$ cat config.mk
export PLATFORM = sky130hd
export DESIGN_NAME = core_top
export DESIGN_NICKNAME = d
export VERILOG_FILES = /design/src/design/core_pkg.sv /design/src/design/phase_sequencer.sv /design/src/design/instr_decode.sv /design/src/design/reg_file.sv /design/src/design/alu_execute.sv /design/src/design/write_back.sv /design/src/design/core_top.sv
export VERILOG_INCLUDE_DIRS = /design/src /design/src/design
export SDC_FILE = /design/constraint.sdc
export NUM_CORES = 1
export LEC_CHECK = 0
export BUFFER_PORTS_ARGS = -buffer_cell sky130_fd_sc_hd__buf_2
export CELL_PAD_IN_SITES_DETAIL_PLACEMENT = 0
export CELL_PAD_IN_SITES_GLOBAL_PLACEMENT = 1
export CORE_UTILIZATION = 36
export DETAILED_ROUTE_END_ITERATION = 7
export GPL_TIMING_DRIVEN = 0
export PLACE_DENSITY = 0.64
export SYNTH_ARGS = -nofsm -noshare
export SYNTH_HDL_FRONTEND = slang
export SYNTH_SLANG_ARGS = --single-unit
$ cat constraint.sdc
create_clock -name clk -period 5.3 [get_ports clk]
set_clock_uncertainty 0.15 [all_clocks]
set_input_delay 0 -clock clk [delete_from_list [all_inputs] [get_ports clk]]
set_output_delay 0 -clock clk [all_outputs]
set_load 0.05 [all_outputs]
$ cat src/design/core_cfg.svh
//******************************
// Core configuration
// Word, field and register file sizes
//******************************
`ifndef CORE_CFG_SVH
`define CORE_CFG_SVH

`define CORE_WORD_W    20 // Register and full-word width
`define CORE_HALF_W    10 // Half-word width
`define CORE_OP_W      6  // Opcode width
`define CORE_REG_AW    3  // Register address width
`define CORE_NUM_REGS  8  // General registers
`define CORE_MODE_BIT  1  // Half-word mode bit
`define CORE_SRC1_LSB  11 // Source 1 field
`define CORE_SRC2_LSB  8  // Source 2 field
`define CORE_DST1_LSB  5  // Destination 1 field
`define CORE_DST2_LSB  2  // Destination 2 field

`endif

$ cat src/design/core_pkg.sv
//******************************
// Core package
// Data, opcode and phase types
//******************************
`default_nettype none
`include "core_cfg.svh"

package core_pkg;

    typedef logic [`CORE_WORD_W-1:0] word_t;    // Data word
    typedef logic [`CORE_REG_AW-1:0] reg_addr_t; // Register index

    localparam word_t HALF_MASK = word_t'({`CORE_HALF_W{1'b1}}); // Low half-word bits

    typedef enum logic [`CORE_OP_W-1:0] {
        OP_TRAP  = 6'd0,
        OP_NOP   = 6'd1,
        OP_NOT   = 6'd8,
        OP_AND   = 6'd9,
        OP_OR    = 6'd10,
        OP_XOR   = 6'd11,
        OP_SHFTR = 6'd12,
        OP_SHFTL = 6'd13,
        OP_ROTR  = 6'd14,
        OP_ROTL  = 6'd15,
        OP_SWAP  = 6'd16,
        OP_INC   = 6'd17,
        OP_DEC   = 6'd18,
        OP_ADD   = 6'd19,
        OP_SUB   = 6'd21,
        OP_EQ    = 6'd23,
        OP_GT    = 6'd24,
        OP_LT    = 6'd25
    } opcode_e;

    typedef enum logic [1:0] {
        PH_FETCH,
        PH_DECODE,
        PH_EXECUTE,
        PH_WRITE_BACK
    } phase_e;

endpackage

`default_nettype wire

$ cat src/design/phase_sequencer.sv
//******************************
// Phase sequencer
// Rotates the four phase enables and halts on TRAP
//******************************
`timescale 1ns/10ps
`default_nettype none
`include "core_cfg.svh"

module phase_sequencer import core_pkg::*; (
    input  logic    clk,
    input  logic    reset,
    input  opcode_e op,                // Decoded opcode of current instruction
    output logic    fetch_enable,
    output logic    decode_enable,
    output logic    execute_enable,
    output logic    write_back_enable,
    output logic    trap_mode          // Sticky until reset
);

    phase_e phase;

    always_ff @(posedge clk) begin
        if (reset) begin
            phase     <= PH_FETCH;
            trap_mode <= 1'b0;
        end else if (!trap_mode) begin
            case (phase)
                PH_FETCH:      phase <= PH_DECODE;
                PH_DECODE:     phase <= PH_EXECUTE;
                PH_EXECUTE:    phase <= PH_WRITE_BACK;
                PH_WRITE_BACK: phase <= PH_FETCH;
                default:       phase <= PH_FETCH;
            endcase
            if (phase == PH_DECODE && op == OP_TRAP) begin
                trap_mode <= 1'b1; // Stop the core for good
            end
        end
    end

    // One level per phase, all dropped once trapped
    assign fetch_enable      = (phase == PH_FETCH) && !trap_mode;
    assign decode_enable     = (phase == PH_DECODE) && !trap_mode;
    assign execute_enable    = (phase == PH_EXECUTE) && !trap_mode;
    assign write_back_enable = (phase == PH_WRITE_BACK) && !trap_mode;

    a_enables_onehot0: assert property (@(posedge clk) disable iff (reset)
        $onehot0({fetch_enable, decode_enable, execute_enable, write_back_enable}))
        else $error("More than one phase enable high");

    // Trap decision relies on op being held between fetches
    a_op_held: assert property (@(posedge clk) disable iff (reset)
        !$past(fetch_enable) |-> $stable(op))
        else $error("Opcode changed outside the fetch phase");

endmodule

`default_nettype wire

$ cat src/design/instr_decode.sv
//******************************
// Instruction decode
// Latches and splits the instruction, captures operands
//******************************
`timescale 1ns/10ps
`default_nettype none
`include "core_cfg.svh"

module instr_decode import core_pkg::*; (
    input  logic                    clk,
    input  logic                    reset,
    input  logic                    fetch_enable,
    input  logic                    decode_enable,
    input  logic [`CORE_WORD_W-1:0] instruction,
    input  word_t                   rd_a_data,   // Source 1 value from reg file
    input  word_t                   rd_b_data,   // Source 2 value from reg file
    output opcode_e                 op,
    output reg_addr_t               src1,
    output reg_addr_t               src2,
    output reg_addr_t               dst1,
    output reg_addr_t               dst2,
    output logic                    half_mode,
    output word_t                   operand_a,
    output word_t                   operand_b
);

    // Unsupported codes fall back to NOP
    function automatic opcode_e decode_op(input logic [`CORE_OP_W-1:0] raw);
        opcode_e op_v;
        op_v = opcode_e'(raw);
        case (op_v)
            OP_TRAP, OP_NOP, OP_NOT, OP_AND, OP_OR, OP_XOR,
            OP_SHFTR, OP_SHFTL, OP_ROTR, OP_ROTL, OP_SWAP,
            OP_INC, OP_DEC, OP_ADD, OP_SUB, OP_EQ, OP_GT, OP_LT: decode_op = op_v;
            default: decode_op = OP_NOP;
        endcase
    endfunction

    always_ff @(posedge clk) begin
        if (reset) begin
            op        <= OP_NOP;
            half_mode <= 1'b0;
        end else if (fetch_enable) begin
            op        <= decode_op(instruction[`CORE_WORD_W-1 -: `CORE_OP_W]);
            half_mode <= instruction[`CORE_MODE_BIT];
        end
    end

    always_ff @(posedge clk) begin
        if (fetch_enable) begin
            src1 <= instruction[`CORE_SRC1_LSB +: `CORE_REG_AW];
            src2 <= instruction[`CORE_SRC2_LSB +: `CORE_REG_AW];
            dst1 <= instruction[`CORE_DST1_LSB +: `CORE_REG_AW];
            dst2 <= instruction[`CORE_DST2_LSB +: `CORE_REG_AW];
        end
        if (decode_enable) begin
            operand_a <= half_mode ? (rd_a_data & HALF_MASK) : rd_a_data; // Cut to low half
            operand_b <= half_mode ? (rd_b_data & HALF_MASK) : rd_b_data;
        end
    end

endmodule

`default_nettype wire

$ cat src/design/reg_file.sv
//******************************
// Register file
// Eight general registers with load and write-back ports
//******************************
`timescale 1ns/10ps
`default_nettype none
`include "core_cfg.svh"

module reg_file import core_pkg::*; (
    input  logic      clk,
    input  logic      reset,
    input  reg_addr_t rd_a_addr,
    input  reg_addr_t rd_b_addr,
    input  reg_addr_t rd_addr,   // External read port
    output word_t     rd_a_data,
    output word_t     rd_b_data,
    output word_t     rd_data,
    input  logic      wr1_en,
    input  logic      wr2_en,
    input  reg_addr_t wr1_addr,
    input  reg_addr_t wr2_addr,
    input  word_t     wr1_data,
    input  word_t     wr2_data,
    input  logic      load_en,   // External load port
    input  reg_addr_t load_addr,
    input  word_t     load_data
);

    word_t regs [`CORE_NUM_REGS];

    always_ff @(posedge clk) begin
        if (reset) begin
            for (int i = 0; i < `CORE_NUM_REGS; i++) begin
                regs[i] <= '0;
            end
        end else begin
            if (wr1_en) regs[wr1_addr] <= wr1_data;
            if (wr2_en) regs[wr2_addr] <= wr2_data; // Port 2 wins on same address
            if (load_en && !wr1_en && !wr2_en) begin
                regs[load_addr] <= load_data; // Only when write-back is idle
            end
        end
    end

    assign rd_a_data = regs[rd_a_addr];
    assign rd_b_data = regs[rd_b_addr];
    assign rd_data   = regs[rd_addr];

    a_no_load_collision: assert property (@(posedge clk) disable iff (reset)
        !(load_en && (wr1_en || wr2_en)))
        else $error("External load during write-back write");

endmodule

`default_nettype wire

$ cat src/design/alu_execute.sv
//******************************
// Execute stage
// Computes results and flag updates in full or half width
//******************************
`timescale 1ns/10ps
`default_nettype none
`include "core_cfg.svh"

module alu_execute import core_pkg::*; (
    input  logic    clk,
    input  logic    reset,
    input  logic    execute_enable,
    input  opcode_e op,
    input  logic    half_mode,
    input  word_t   operand_a,
    input  word_t   operand_b,
    output word_t   result1,
    output word_t   result2,
    output logic    wr1,        // Write dst1
    output logic    wr2,        // Write dst2
    output logic    zero_val,
    output logic    sign_val,
    output logic    carry_val,
    output logic    zero_upd,   // Flag update masks
    output logic    sign_upd,
    output logic    carry_upd
);

    localparam int POS_W = $clog2(`CORE_WORD_W + 1);

    word_t                 mask;      // Active width mask
    logic [POS_W-1:0]      top_pos;   // Sign bit position
    logic [POS_W-1:0]      carry_pos; // Carry bit position
    logic [`CORE_WORD_W:0] ext;       // Result with carry bit
    word_t                 res1_c, res2_c;
    logic                  wr1_c, wr2_c;
    logic                  zero_c, sign_c, carry_c;
    logic                  zero_u, sign_u, carry_u;

    always_comb begin
        mask      = half_mode ? HALF_MASK : '1;
        top_pos   = half_mode ? POS_W'(`CORE_HALF_W - 1) : POS_W'(`CORE_WORD_W - 1);
        carry_pos = half_mode ? POS_W'(`CORE_HALF_W) : POS_W'(`CORE_WORD_W);
        ext       = '0;
        res1_c    = '0;
        res2_c    = '0;
        wr1_c     = 1'b0;
        wr2_c     = 1'b0;
        zero_c    = 1'b0;
        sign_c    = 1'b0;
        carry_c   = 1'b0;
        zero_u    = 1'b0;
        sign_u    = 1'b0;
        carry_u   = 1'b0;
        case (op)
            OP_NOT:   res1_c = ~operand_a & mask;
            OP_AND:   res1_c = operand_a & operand_b;
            OP_OR:    res1_c = operand_a | operand_b;
            OP_XOR:   res1_c = operand_a ^ operand_b;
            OP_SHFTR: begin
                res1_c  = operand_a >> 1;
                carry_c = operand_a[0];              // Bit shifted out
                carry_u = 1'b1;
            end
            OP_ROTR:  res1_c = (operand_a >> 1) | (word_t'(operand_a[0]) << top_pos);
            OP_ROTL:  res1_c = ((operand_a << 1) | word_t'(operand_a[top_pos])) & mask;
            OP_SWAP: begin
                res1_c = operand_b;
                res2_c = operand_a;
                wr2_c  = 1'b1;
            end
            OP_SHFTL, OP_INC, OP_DEC, OP_ADD, OP_SUB: begin
                case (op)
                    OP_SHFTL: ext = {1'b0, operand_a} << 1;
                    OP_INC:   ext = {1'b0, operand_a} + 1'b1;
                    OP_DEC:   ext = {1'b0, operand_a} - 1'b1;
                    OP_ADD:   ext = {1'b0, operand_a} + {1'b0, operand_b};
                    default:  ext = {1'b0, operand_a} - {1'b0, operand_b};
                endcase
                res1_c  = ext[`CORE_WORD_W-1:0] & mask;
                carry_c = ext[carry_pos];            // Carry out or borrow
                carry_u = 1'b1;
            end
            OP_EQ: begin
                zero_c = (operand_a == operand_b);
                zero_u = 1'b1;
            end
            OP_GT: begin
                sign_c = (operand_a > operand_b);    // Unsigned compare
                sign_u = 1'b1;
            end
            OP_LT: begin
                sign_c = (operand_a < operand_b);
                sign_u = 1'b1;
            end
            default: ;                               // NOP and TRAP
        endcase
        case (op)
            OP_NOT, OP_AND, OP_OR, OP_XOR, OP_SHFTR, OP_SHFTL, OP_ROTR, OP_ROTL,
            OP_INC, OP_DEC, OP_ADD, OP_SUB: begin
                wr1_c  = 1'b1;
                zero_c = (res1_c == '0);
                sign_c = res1_c[top_pos];
                zero_u = 1'b1;
                sign_u = 1'b1;
            end
            OP_SWAP: wr1_c = 1'b1;                   // Flags untouched
            default: ;
        endcase
    end

    always_ff @(posedge clk) begin
        if (reset) begin
            wr1       <= 1'b0;
            wr2       <= 1'b0;
            zero_upd  <= 1'b0;
            sign_upd  <= 1'b0;
            carry_upd <= 1'b0;
        end else if (execute_enable) begin
            wr1       <= wr1_c;
            wr2       <= wr2_c;
            zero_upd  <= zero_u;
            sign_upd  <= sign_u;
            carry_upd <= carry_u;
        end
    end

    always_ff @(posedge clk) begin
        if (execute_enable) begin
            result1   <= res1_c;
            result2   <= res2_c;
            zero_val  <= zero_c;
            sign_val  <= sign_c;
            carry_val <= carry_c;
        end
    end

endmodule

`default_nettype wire

$ cat src/design/write_back.sv
//******************************
// Write-back stage
// Commits results and owns the status flags
//******************************
`timescale 1ns/10ps
`default_nettype none
`include "core_cfg.svh"

module write_back import core_pkg::*; (
    input  logic      clk,
    input  logic      reset,
    input  logic      write_back_enable,
    input  reg_addr_t dst1,
    input  reg_addr_t dst2,
    input  word_t     result1,
    input  word_t     result2,
    input  logic      wr1,
    input  logic      wr2,
    input  logic      zero_val,
    input  logic      sign_val,
    input  logic      carry_val,
    input  logic      zero_upd,
    input  logic      sign_upd,
    input  logic      carry_upd,
    output logic      wr1_en,     // Strobes toward reg file
    output logic      wr2_en,
    output reg_addr_t wr1_addr,
    output reg_addr_t wr2_addr,
    output word_t     wr1_data,
    output word_t     wr2_data,
    output logic      zero_flag,
    output logic      sign_flag,
    output logic      carry_flag
);

    assign wr1_en   = write_back_enable && wr1; // Only in the write-back phase
    assign wr2_en   = write_back_enable && wr2;
    assign wr1_addr = dst1;
    assign wr2_addr = dst2;
    assign wr1_data = result1;
    assign wr2_data = result2;

    always_ff @(posedge clk) begin
        if (reset) begin
            zero_flag  <= 1'b0;
            sign_flag  <= 1'b0;
            carry_flag <= 1'b0;
        end else if (write_back_enable) begin
            if (zero_upd)  zero_flag  <= zero_val;  // Masked per flag
            if (sign_upd)  sign_flag  <= sign_val;
            if (carry_upd) carry_flag <= carry_val;
        end
    end

endmodule

`default_nettype wire

$ cat src/design/core_top.sv
//******************************
// Core top
// Four-phase 20-bit processor core
//******************************
`timescale 1ns/10ps
`default_nettype none
`include "core_cfg.svh"

module core_top import core_pkg::*; (
    input  logic                    clk,
    input  logic                    reset,
    input  logic [`CORE_WORD_W-1:0] instruction,
    input  logic                    load_en,
    input  reg_addr_t               load_addr,
    input  reg_addr_t               rd_addr,
    input  word_t                   load_data,
    output word_t                   rd_data,
    output logic                    fetch_enable,
    output logic                    decode_enable,
    output logic                    execute_enable,
    output logic                    write_back_enable,
    output logic                    trap_mode,
    output logic                    zero_flag,
    output logic                    sign_flag,
    output logic                    carry_flag
);

    opcode_e   op;
    reg_addr_t src1, src2, dst1, dst2;
    logic      half_mode;
    word_t     rd_a_data, rd_b_data, operand_a, operand_b;
    word_t     result1, result2, wr1_data, wr2_data;
    logic      wr1, wr2, wr1_en, wr2_en;
    reg_addr_t wr1_addr, wr2_addr;
    logic      zero_val, sign_val, carry_val, zero_upd, sign_upd, carry_upd;

    phase_sequencer i_seq (.clk, .reset, .op, .fetch_enable, .decode_enable,
        .execute_enable, .write_back_enable, .trap_mode);

    instr_decode i_dec (.clk, .reset, .fetch_enable, .decode_enable, .instruction,
        .rd_a_data, .rd_b_data, .op, .src1, .src2, .dst1, .dst2, .half_mode,
        .operand_a, .operand_b);

    reg_file i_regs (.clk, .reset, .rd_a_addr(src1), .rd_b_addr(src2), .rd_addr,
        .rd_a_data, .rd_b_data, .rd_data, .wr1_en, .wr2_en, .wr1_addr, .wr2_addr,
        .wr1_data, .wr2_data, .load_en, .load_addr, .load_data);

    alu_execute i_alu (.clk, .reset, .execute_enable, .op, .half_mode, .operand_a,
        .operand_b, .result1, .result2, .wr1, .wr2, .zero_val, .sign_val, .carry_val,
        .zero_upd, .sign_upd, .carry_upd);

    write_back i_wb (.clk, .reset, .write_back_enable, .dst1, .dst2, .result1, .result2,
        .wr1, .wr2, .zero_val, .sign_val, .carry_val, .zero_upd, .sign_upd, .carry_upd,
        .wr1_en, .wr2_en, .wr1_addr, .wr2_addr, .wr1_data, .wr2_data,
        .zero_flag, .sign_flag, .carry_flag);

endmodule

`default_nettype wire

==> impl_results.md, run 1 <==
* DRC at 0
* Total Neg Setup Slack at 0 ns
* Synth Area in Compound Gates at 0.158
* Nets at 2075
* Slew at the pin with the worst max-slew slack at 0.993 ns
* Clk_lat worst skew at 0.56 ns
* Slew Limit Fails at 0
* Critical path's largest stage delay at 0.39 ns
* Internal at 0.00577 W
* Maxcap violations at 0
* CTS tree: done
* Final WS setup at 0.344 ns
* Met1 usage in global routing at 0.307
* Seq/Total Area, Yosys at 0.415
* Hold WS at 0.0253 ns
* Bufs on Longest Clock Path at 3
* Combinational power share at 0.449
* Number of iterations in the first detailed-routing pass at 5
* Area grow syn2layout at 13.3%
* Root Driver: clkbuf_16
* Number of global-route vias before repair at 15800
* Die area at 55400 um2
* Syn_area_per_cell at 10.9 um2
* P_sw at 0.00401 W
* Worst setup path category: reg2reg
* Synth Register Bits at 279
* Critical path capture point type: flop
* Core Box Area at 53800 um2
* Post-DR vias/cell at 5.88
* Post-synthesis xor/xnor area fraction at 0.0103
* Area share of fa/ha/maj cells after synthesis at 0.0563
* Met3 Usage GRT at 0.0203
* Status: completed
* Final HPWL DP at 51000 um
* Peak supply drop at 0.000207 V
* CP Cell Sequence: buf_2 > nor4b_4 > nand2_2 > clkbuf_1 > a21oi_1 > ha_1 > and2_4 > buf_6 > a221o_1 > a211o_1 > a311oi_1 > o211ai_1 > a211oi_2 > o2111ai_1 > nor4_2 > nand4_1 > o31ai_2
* Gr ovfl total at 0
* Met2 GRT Util at 0.392
* Arrival time at the worst endpoint at 5.17 ns
* P per Cell Area at 441 nW/um2
* Slowest CP cell: nor4b_4
* Syn nets at 1929
* Final Hold Viols at 0
* Row count at 85
* IO Port Bufs at 72
* Yosys cell types at 82
* Clock Power Share at 0.202
* Synth Cell Area at 19600 um2
* Synth warnings at 0
* Pre-CTS setup slack at 0.0985 ns
* Die height at 235 um
* Synth Area in Simple Gates at 0.127
* H-tree depth at 1
* Ys flop type: edfxtp_1
* Async SR Flop Fraction at 0
* Starting Density at 0.364
* Startpoint Class: flop
* Number of I/O pins at 77
* Layout cells sized above 1 at 0.173
* Gpl congestion at 0.910
* DRT antenna net count at 0
* Post-synth EDFFs at 255
* Seq pwr share at 0.349
* Slew headroom at 0.319
* Leak at 8.12 nW
* Max Freq at 202 MHz
* Final setup vio count at 0
* R2R setup slack at 0.34 ns
* Non-Filler Instances at 2656
* Dpl cells at 2563
* Crit-path max FO at 10
* RSZ-0062 raised after global routing: no
* Vias at 15600
* Main combinational cell family by area after synthesis: multiplexers
* Minimum clock period after layout at 4.96 ns
* GRT Util Overall at 0.227
* Mux cell area share after synthesis at 0.187
* WL/cell at 23.9 um
* Synthesized instance count at 1793
* TritonCTS Buffers at 29
* Global-route wire length before repair at 96800 um
* CTS sink cnt at 279
* Die W at 235 um
* Antenna violations before repair at 0
* CP required at 5.51 ns
* Tcrit/Tclk final at 0.935
* Gr busiest metal: met2
* Iteration-0 DRC Markers at 1299
* Drt total wl at 63500 um
* Sw Share at 0.410
* Clk slew on worst S/H paths at 0.07 ns
* # diodes at 0
* Largest net degree at the start of global routing at 38
* Hold/Removal Path Class: in2reg
kinds of logic (layout without fill, tap and decap cells):
group,after synthesis,in the layout
AO/OA/AOI/OAI,427,427
XOR/XNOR,23,23
adder cells (fa/ha/maj),87,87
buffers and inverters,229,396
flip-flops,279,279
multiplexers,210,210
AND/OR/NAND/NOR,538,538
area by class of cell:
type | instances | area [um2]
clock inverters | 18 | 154
well taps | 696 | 871
fillers | 5171 | 31600
inverters | 72 | 270
multi-input cells | 1285 | 10600
flip-flops and latches | 279 | 8140
repair buffers | 115 | 806
plain buffers | 157 | 654
clock buffers | 34 | 744
power groups by stage:
| stage | Sequential, W | Clock [W] | Combinational (W) |
|---|---|---|---|
| finish | 0.00341 | 0.00198 | 0.00440 |
| global route | 0.00345 | 0.00209 | 0.00478 |
| CTS | 0.00339 | 0.00202 | 0.00438 |
| detailed placement | 0.00343 | 0 | 0.00432 |
| global placement | 0.00344 | 0 | 0.00425 |
| floorplan | 0.00322 | 0 | 0.00318 |
cell usage after synthesis, drive strengths merged (8+ instances only):
cell type	number	area, um2
nor3	22	110
nor2	103	387
a22oi	19	143
a21oi	69	345
nand2	254	956
nor4	12	87.6
nand2b	12	75.1
nand3	31	155
and2	14	92.6
xnor2	14	123
buf	42	208
inv	72	270
edfxtp	255	7660
xor2	9	78.8
mux2	44	495
dfxtp	24	480
a221oi	16	153
ha	85	1060
or2	13	81.3
nor2b	13	81.3
mux4	120	2700
a222oi	8	80.1
clkbuf	115	443
o211ai	19	143
o21ai	34	170
and3	27	169
o31ai	162	1220
a31oi	12	75.1
nand4	11	68.8
mux2i	46	460
a211oi	16	125
repair_timing:
action | 4_1_cts | 5_1_grt
gates resized for setup | 0 | 6
setup endpoints to repair | 0 | 2
hold buffers | 39 | 0
buffers inserted | 0 | 2
endpoints found under the hold margin | 28 | 0
worst max-delay path: cells and delay by family (launching register included):
family | cells | cell delay (ns)
AO/OA/AOI/OAI | 8 | 2.17
AND/OR/NAND/NOR | 5 | 1.13
buffers and inverters | 3 | 0.62
flip-flops | 1 | 0.35
adder cells (fa/ha/maj) | 1 | 0.33
state kept, by name, indices dropped and copies added, names as in the netlist, 2 cells and up, named ones only:
register / count
i_dec.src1: 3
i_alu.result1: 20
i_dec.op: 6
i_seq.phase: 2
i_dec.dst1: 3
i_dec.operand_a: 20
i_dec.operand_b: 20
i_dec.src2: 3
i_alu.result2: 20
i_regs.regs: 160
i_dec.dst2: 3
cell usage in the layout (no fill, tap or decap), drive strengths merged, types with 7 or more instances in the layout:
cell         instances
a221oi              16
buf                118
mux4               120
nor3                22
xnor2               14
dlygate4sd3         39
a211oi              16
mux2i               46
nor4                12
a21oi               69
a22oi               19
nand3               31
o21ai               34
edfxtp             255
xor2                 9
or2                 13
nor2b               13
and3                27
clkbuf             149
nand2b              12
o31ai              162
and2                14
clkinv              13
a222oi               8
o211ai              19
nand4               11
nor2               103
ha                  85
o22ai                7
inv                 72
dfxtp               24
mux2                44
nand2              254
a21o                 7
a31oi               12
per-stage QoR:
step | cell area (um2) | power, W | util
after CTS | 22200 | 0.00979 | 0.412
after global placement | 20800 | 0.00769 | 0.387
after detailed placement | 20900 | 0.00776 | 0.388
after floorplan | 19600 | 0.00640 | -
after global routing | 22200 | 0.0103 | 0.413
final | 22200 | 0.00979 | 0.413
metal layers:
| layer | share of wire | vias to the layer above | routed length (um) |
|---|---|---|---|
| met2 | 0.49 | 586 | 30800 |
| met3 | 0.062 | 82 | 3930 |
| li1 | - | 7212 | - |
| met4 | 0.022 | 0 | 1400 |
| met1 | 0.43 | 7748 | 27300 |
| met5 | 0 | - | 0 |
final timing paths:
| check | endpoint | from | cells after the start |
|---|---|---|---|
| max | i_alu.zero_val$_DFFE_PP_ | i_dec.op[2]$_SDFFE_PP0P_ | 17 |
| min | flop | instruction[13] | 4 |
| max reg2reg | i_alu.zero_val$_DFFE_PP_ | i_dec.op[2]$_SDFFE_PP0P_ | 17 |
| min reg2reg | flop | i_dec.src1[2]$_DFFE_PP_ | 2 |
No activity file was read; power rests on OpenSTA's default activity.
==> run 2, diff against run 1 <==
--- a/config.mk
+++ b/config.mk
@@ -6,13 +6,13 @@
 export SDC_FILE = /design/constraint.sdc
 export NUM_CORES = 1
 export LEC_CHECK = 0
-export BUFFER_PORTS_ARGS = -buffer_cell sky130_fd_sc_hd__buf_2
 export CELL_PAD_IN_SITES_DETAIL_PLACEMENT = 0
 export CELL_PAD_IN_SITES_GLOBAL_PLACEMENT = 1
 export CORE_UTILIZATION = 36
 export DETAILED_ROUTE_END_ITERATION = 7
+export DONT_BUFFER_PORTS = 1
 export GPL_TIMING_DRIVEN = 0
-export PLACE_DENSITY = 0.64
+export PLACE_DENSITY = 0.62
 export SYNTH_ARGS = -nofsm -noshare
 export SYNTH_HDL_FRONTEND = slang
 export SYNTH_SLANG_ARGS = --single-unit
==> run 2 against run 1 <==
Sequential power is essentially flat; critical endpoint unchanged; largest cell class unchanged; setup slack lost 0.10 ns; final area grew 0.33%; non-clock buffer count shrank 49; cell count shrank 1.5%; highest routed layer is now met5.
==> impl_results.md, run 2 (same netlist as run 1, synthesis figures left out) <==
* Status: completed
* Global-route wire length before repair at 97800 um (+1.1%)
* Nets at 2033 (-2.0%)
* Gr ovfl total at 0 (unchanged)
* CP required at 5.48 ns (-0.03 ns)
* Root Driver: clkbuf_16
* H-tree depth at 2 (+1)
* Die height at 235 um (unchanged)
* Total Neg Setup Slack at 0 ns (unchanged)
* P per Cell Area at 456 nW/um2 (+3.4%)
* Vias at 15500 (-1.0%)
* Leak at 8.02 nW (-1.2%)
* Gpl congestion at 0.907 (-0.33%)
* Die area at 55400 um2 (unchanged)
* Maxcap violations at 0 (unchanged)
* Core Box Area at 53800 um2 (unchanged)
* Hold WS at 0.0306 ns (+0.00526 ns)
* Bufs on Longest Clock Path at 3 (unchanged)
* Slew Limit Fails at 0 (unchanged)
* Minimum clock period after layout at 5.06 ns (+0.103 ns)
* IO Port Bufs at 0 (-100%)
* Layout cells sized above 1 at 0.142 (-0.0308)
* CTS tree: done
* Arrival time at the worst endpoint at 5.24 ns (+0.07 ns)
* Most common cell after layout, fill and taps aside: edfxtp_1
* Number of global-route vias before repair at 15600 (-1.5%)
* Slew headroom at 0.274 (-0.0452)
* Starting Density at 0.364 (unchanged)
* Crit-path max FO at 10 (unchanged)
* Antenna violations before repair at 1 (+1)
* Final Hold Viols at 0 (unchanged)
* Final setup vio count at 0 (unchanged)
* Clk_lat worst skew at 0.55 ns (about the same)
* Number of iterations in the first detailed-routing pass at 6 (+1)
* Largest net degree at the start of global routing at 30 (-21%)
* WL/cell at 24.8 um (+3.8%)
* Clk slew on worst S/H paths at 0.06 ns (about the same)
* DRC at 0 (unchanged)
* Hold/Removal Path Class: in2reg
* Max reg flops at 160 (unchanged)
* CTS sink cnt at 279 (unchanged)
* Startpoint Class: flop
* P_sw at 0.00415 W (+3.4%)
* Combinational power share at 0.434 (-0.015)
* Number of I/O pins at 77 (unchanged)
* Area grow syn2layout at 13.7%
* Post-DR vias/cell at 5.91 (+0.47%)
* Die W at 235 um (unchanged)
* Slew at the pin with the worst max-slew slack at 1.06 ns (+0.0660 ns)
* Drt total wl at 64900 um (+2.2%)
* Total chip power at 0.0102 W (+3.8%)
* Peak supply drop at 0.000205 V (-1.1%)
* DRT antenna net count at 0 (unchanged)
* Iteration-0 DRC Markers at 1329 (+2.3%)
* GRT Util Overall at 0.233 (+0.00554)
* Row count at 85 (unchanged)
* Clock Power Share at 0.231 (+0.029)
* TritonCTS Buffers at 36 (+24%)
* Worst setup path category: reg2reg
* Critical path capture point type: flop
* Seq pwr share at 0.335 (-0.014)
* Max Freq at 198 MHz (-2.0%)
* # diodes at 0 (unchanged)
* Internal at 0.00601 W (+4.1%)
* Reg with most FFs: i_regs.regs
* Fillers at 5166 (-0.097%)
* Sw Share at 0.408 (-0.00157)
* RSZ-0062 raised after global routing: no
* Final HPWL DP at 51700 um (+1.5%)
* Tcrit/Tclk final at 0.954 (+0.0194)
* Most frequent cells in the layout: 255 x edfxtp_1, 252 x nand2_1, 161 x o31ai_1
## run 2: cell types whose count changed in the layout (fill, tap and decap cells not counted), sizes merged
cell	previous run	this run
buf	118	45
dlygate4sd3	39	64
clkbuf	149	157
inv	72	75
clkinvlp	3	1
clkinv	13	12
## run 2: stage by stage
step	instances	setup slack [ns]	area, um2	util
final	2616	0.241	22300	0.414
after detailed placement	2491	-0.0501	20500	0.382
after floorplan	1793	1.15	19600	-
after global placement	2489	-0.0988	20500	0.381
after global routing	2616	0.0153	22300	0.414
after CTS	2615	0.0175	22300	0.414
## run 2: power by group through the flow
stage	sequential (W)	clock, W	combinational [W]
after global routing	0.00345	0.00245	0.00479
final	0.00340	0.00234	0.00441
after detailed placement	0.00343	0	0.00431
after floorplan	0.00322	0	0.00318
after CTS	0.00339	0.00239	0.00438
after global placement	0.00344	0	0.00426
## run 2: path summary, 6_finish.rpt
kind | start | to | slack [ns] | cells past startpoint
worst max register to register | i_dec.op[2]$_SDFFE_PP0P_ | i_alu.zero_val$_DFFE_PP_ | 0.24 | 17
worst min register to register | i_dec.src1[1]$_DFFE_PP_ | flop | 0.29 | 2
worst min-delay path | load_data[10] | i_regs.regs[5][10]$_DFFE_PP_ | 0.03 | 2
worst max-delay path | i_dec.op[2]$_SDFFE_PP0P_ | i_alu.zero_val$_DFFE_PP_ | 0.24 | 17
## run 2: final cells by class
cell class | count | area, um2 | share of cell area
multi-input cells | 1285 | 10600 | 0.475
plain buffers | 156 | 651 | 0.0292
clock inverters | 18 | 163 | 0.00730
inverters | 72 | 270 | 0.0121
flip-flops and latches | 279 | 8140 | 0.365
clock buffers | 43 | 927 | 0.0416
well taps | 696 | 871 | 0.0391
repair buffers | 67 | 688 | 0.0309
## run 2: metal layers
metal / GRT usage / vias up / part of all wire
met5: 0 / - / 0.00020
li1: - / 7147 / -
met1: 0.310 / 7729 / 0.43
met3: 0.0319 / 85 / 0.057
met4: 0.0636 / 2 / 0.025
met2: 0.396 / 502 / 0.48
## run 2: worst max-delay path, cell delays in order, from the launching register on
cell and delay (ns):
dfxtp_1 0.34, buf_2 0.22, nor4b_4 0.36, nand2_2 0.22, clkbuf_2 0.25, a21oi_1 0.16
ha_1 0.32, and2_4 0.19, buf_6 0.13, a221o_1 0.38, a211o_1 0.32, a311oi_1 0.28
o211ai_1 0.24, a211oi_2 0.37, o2111ai_1 0.18, nor4_2 0.23, nand4_1 0.21, o31ai_4 0.31
## run 2: repair_timing
item / CTS / global route
gates resized for setup: 1 / 7
pin swaps: 0 / 1
hold buffers: 64 / 0
endpoints found under the hold margin: 155 / 0
setup buffers: 0 / 1
setup endpoints to repair: 1 / 145
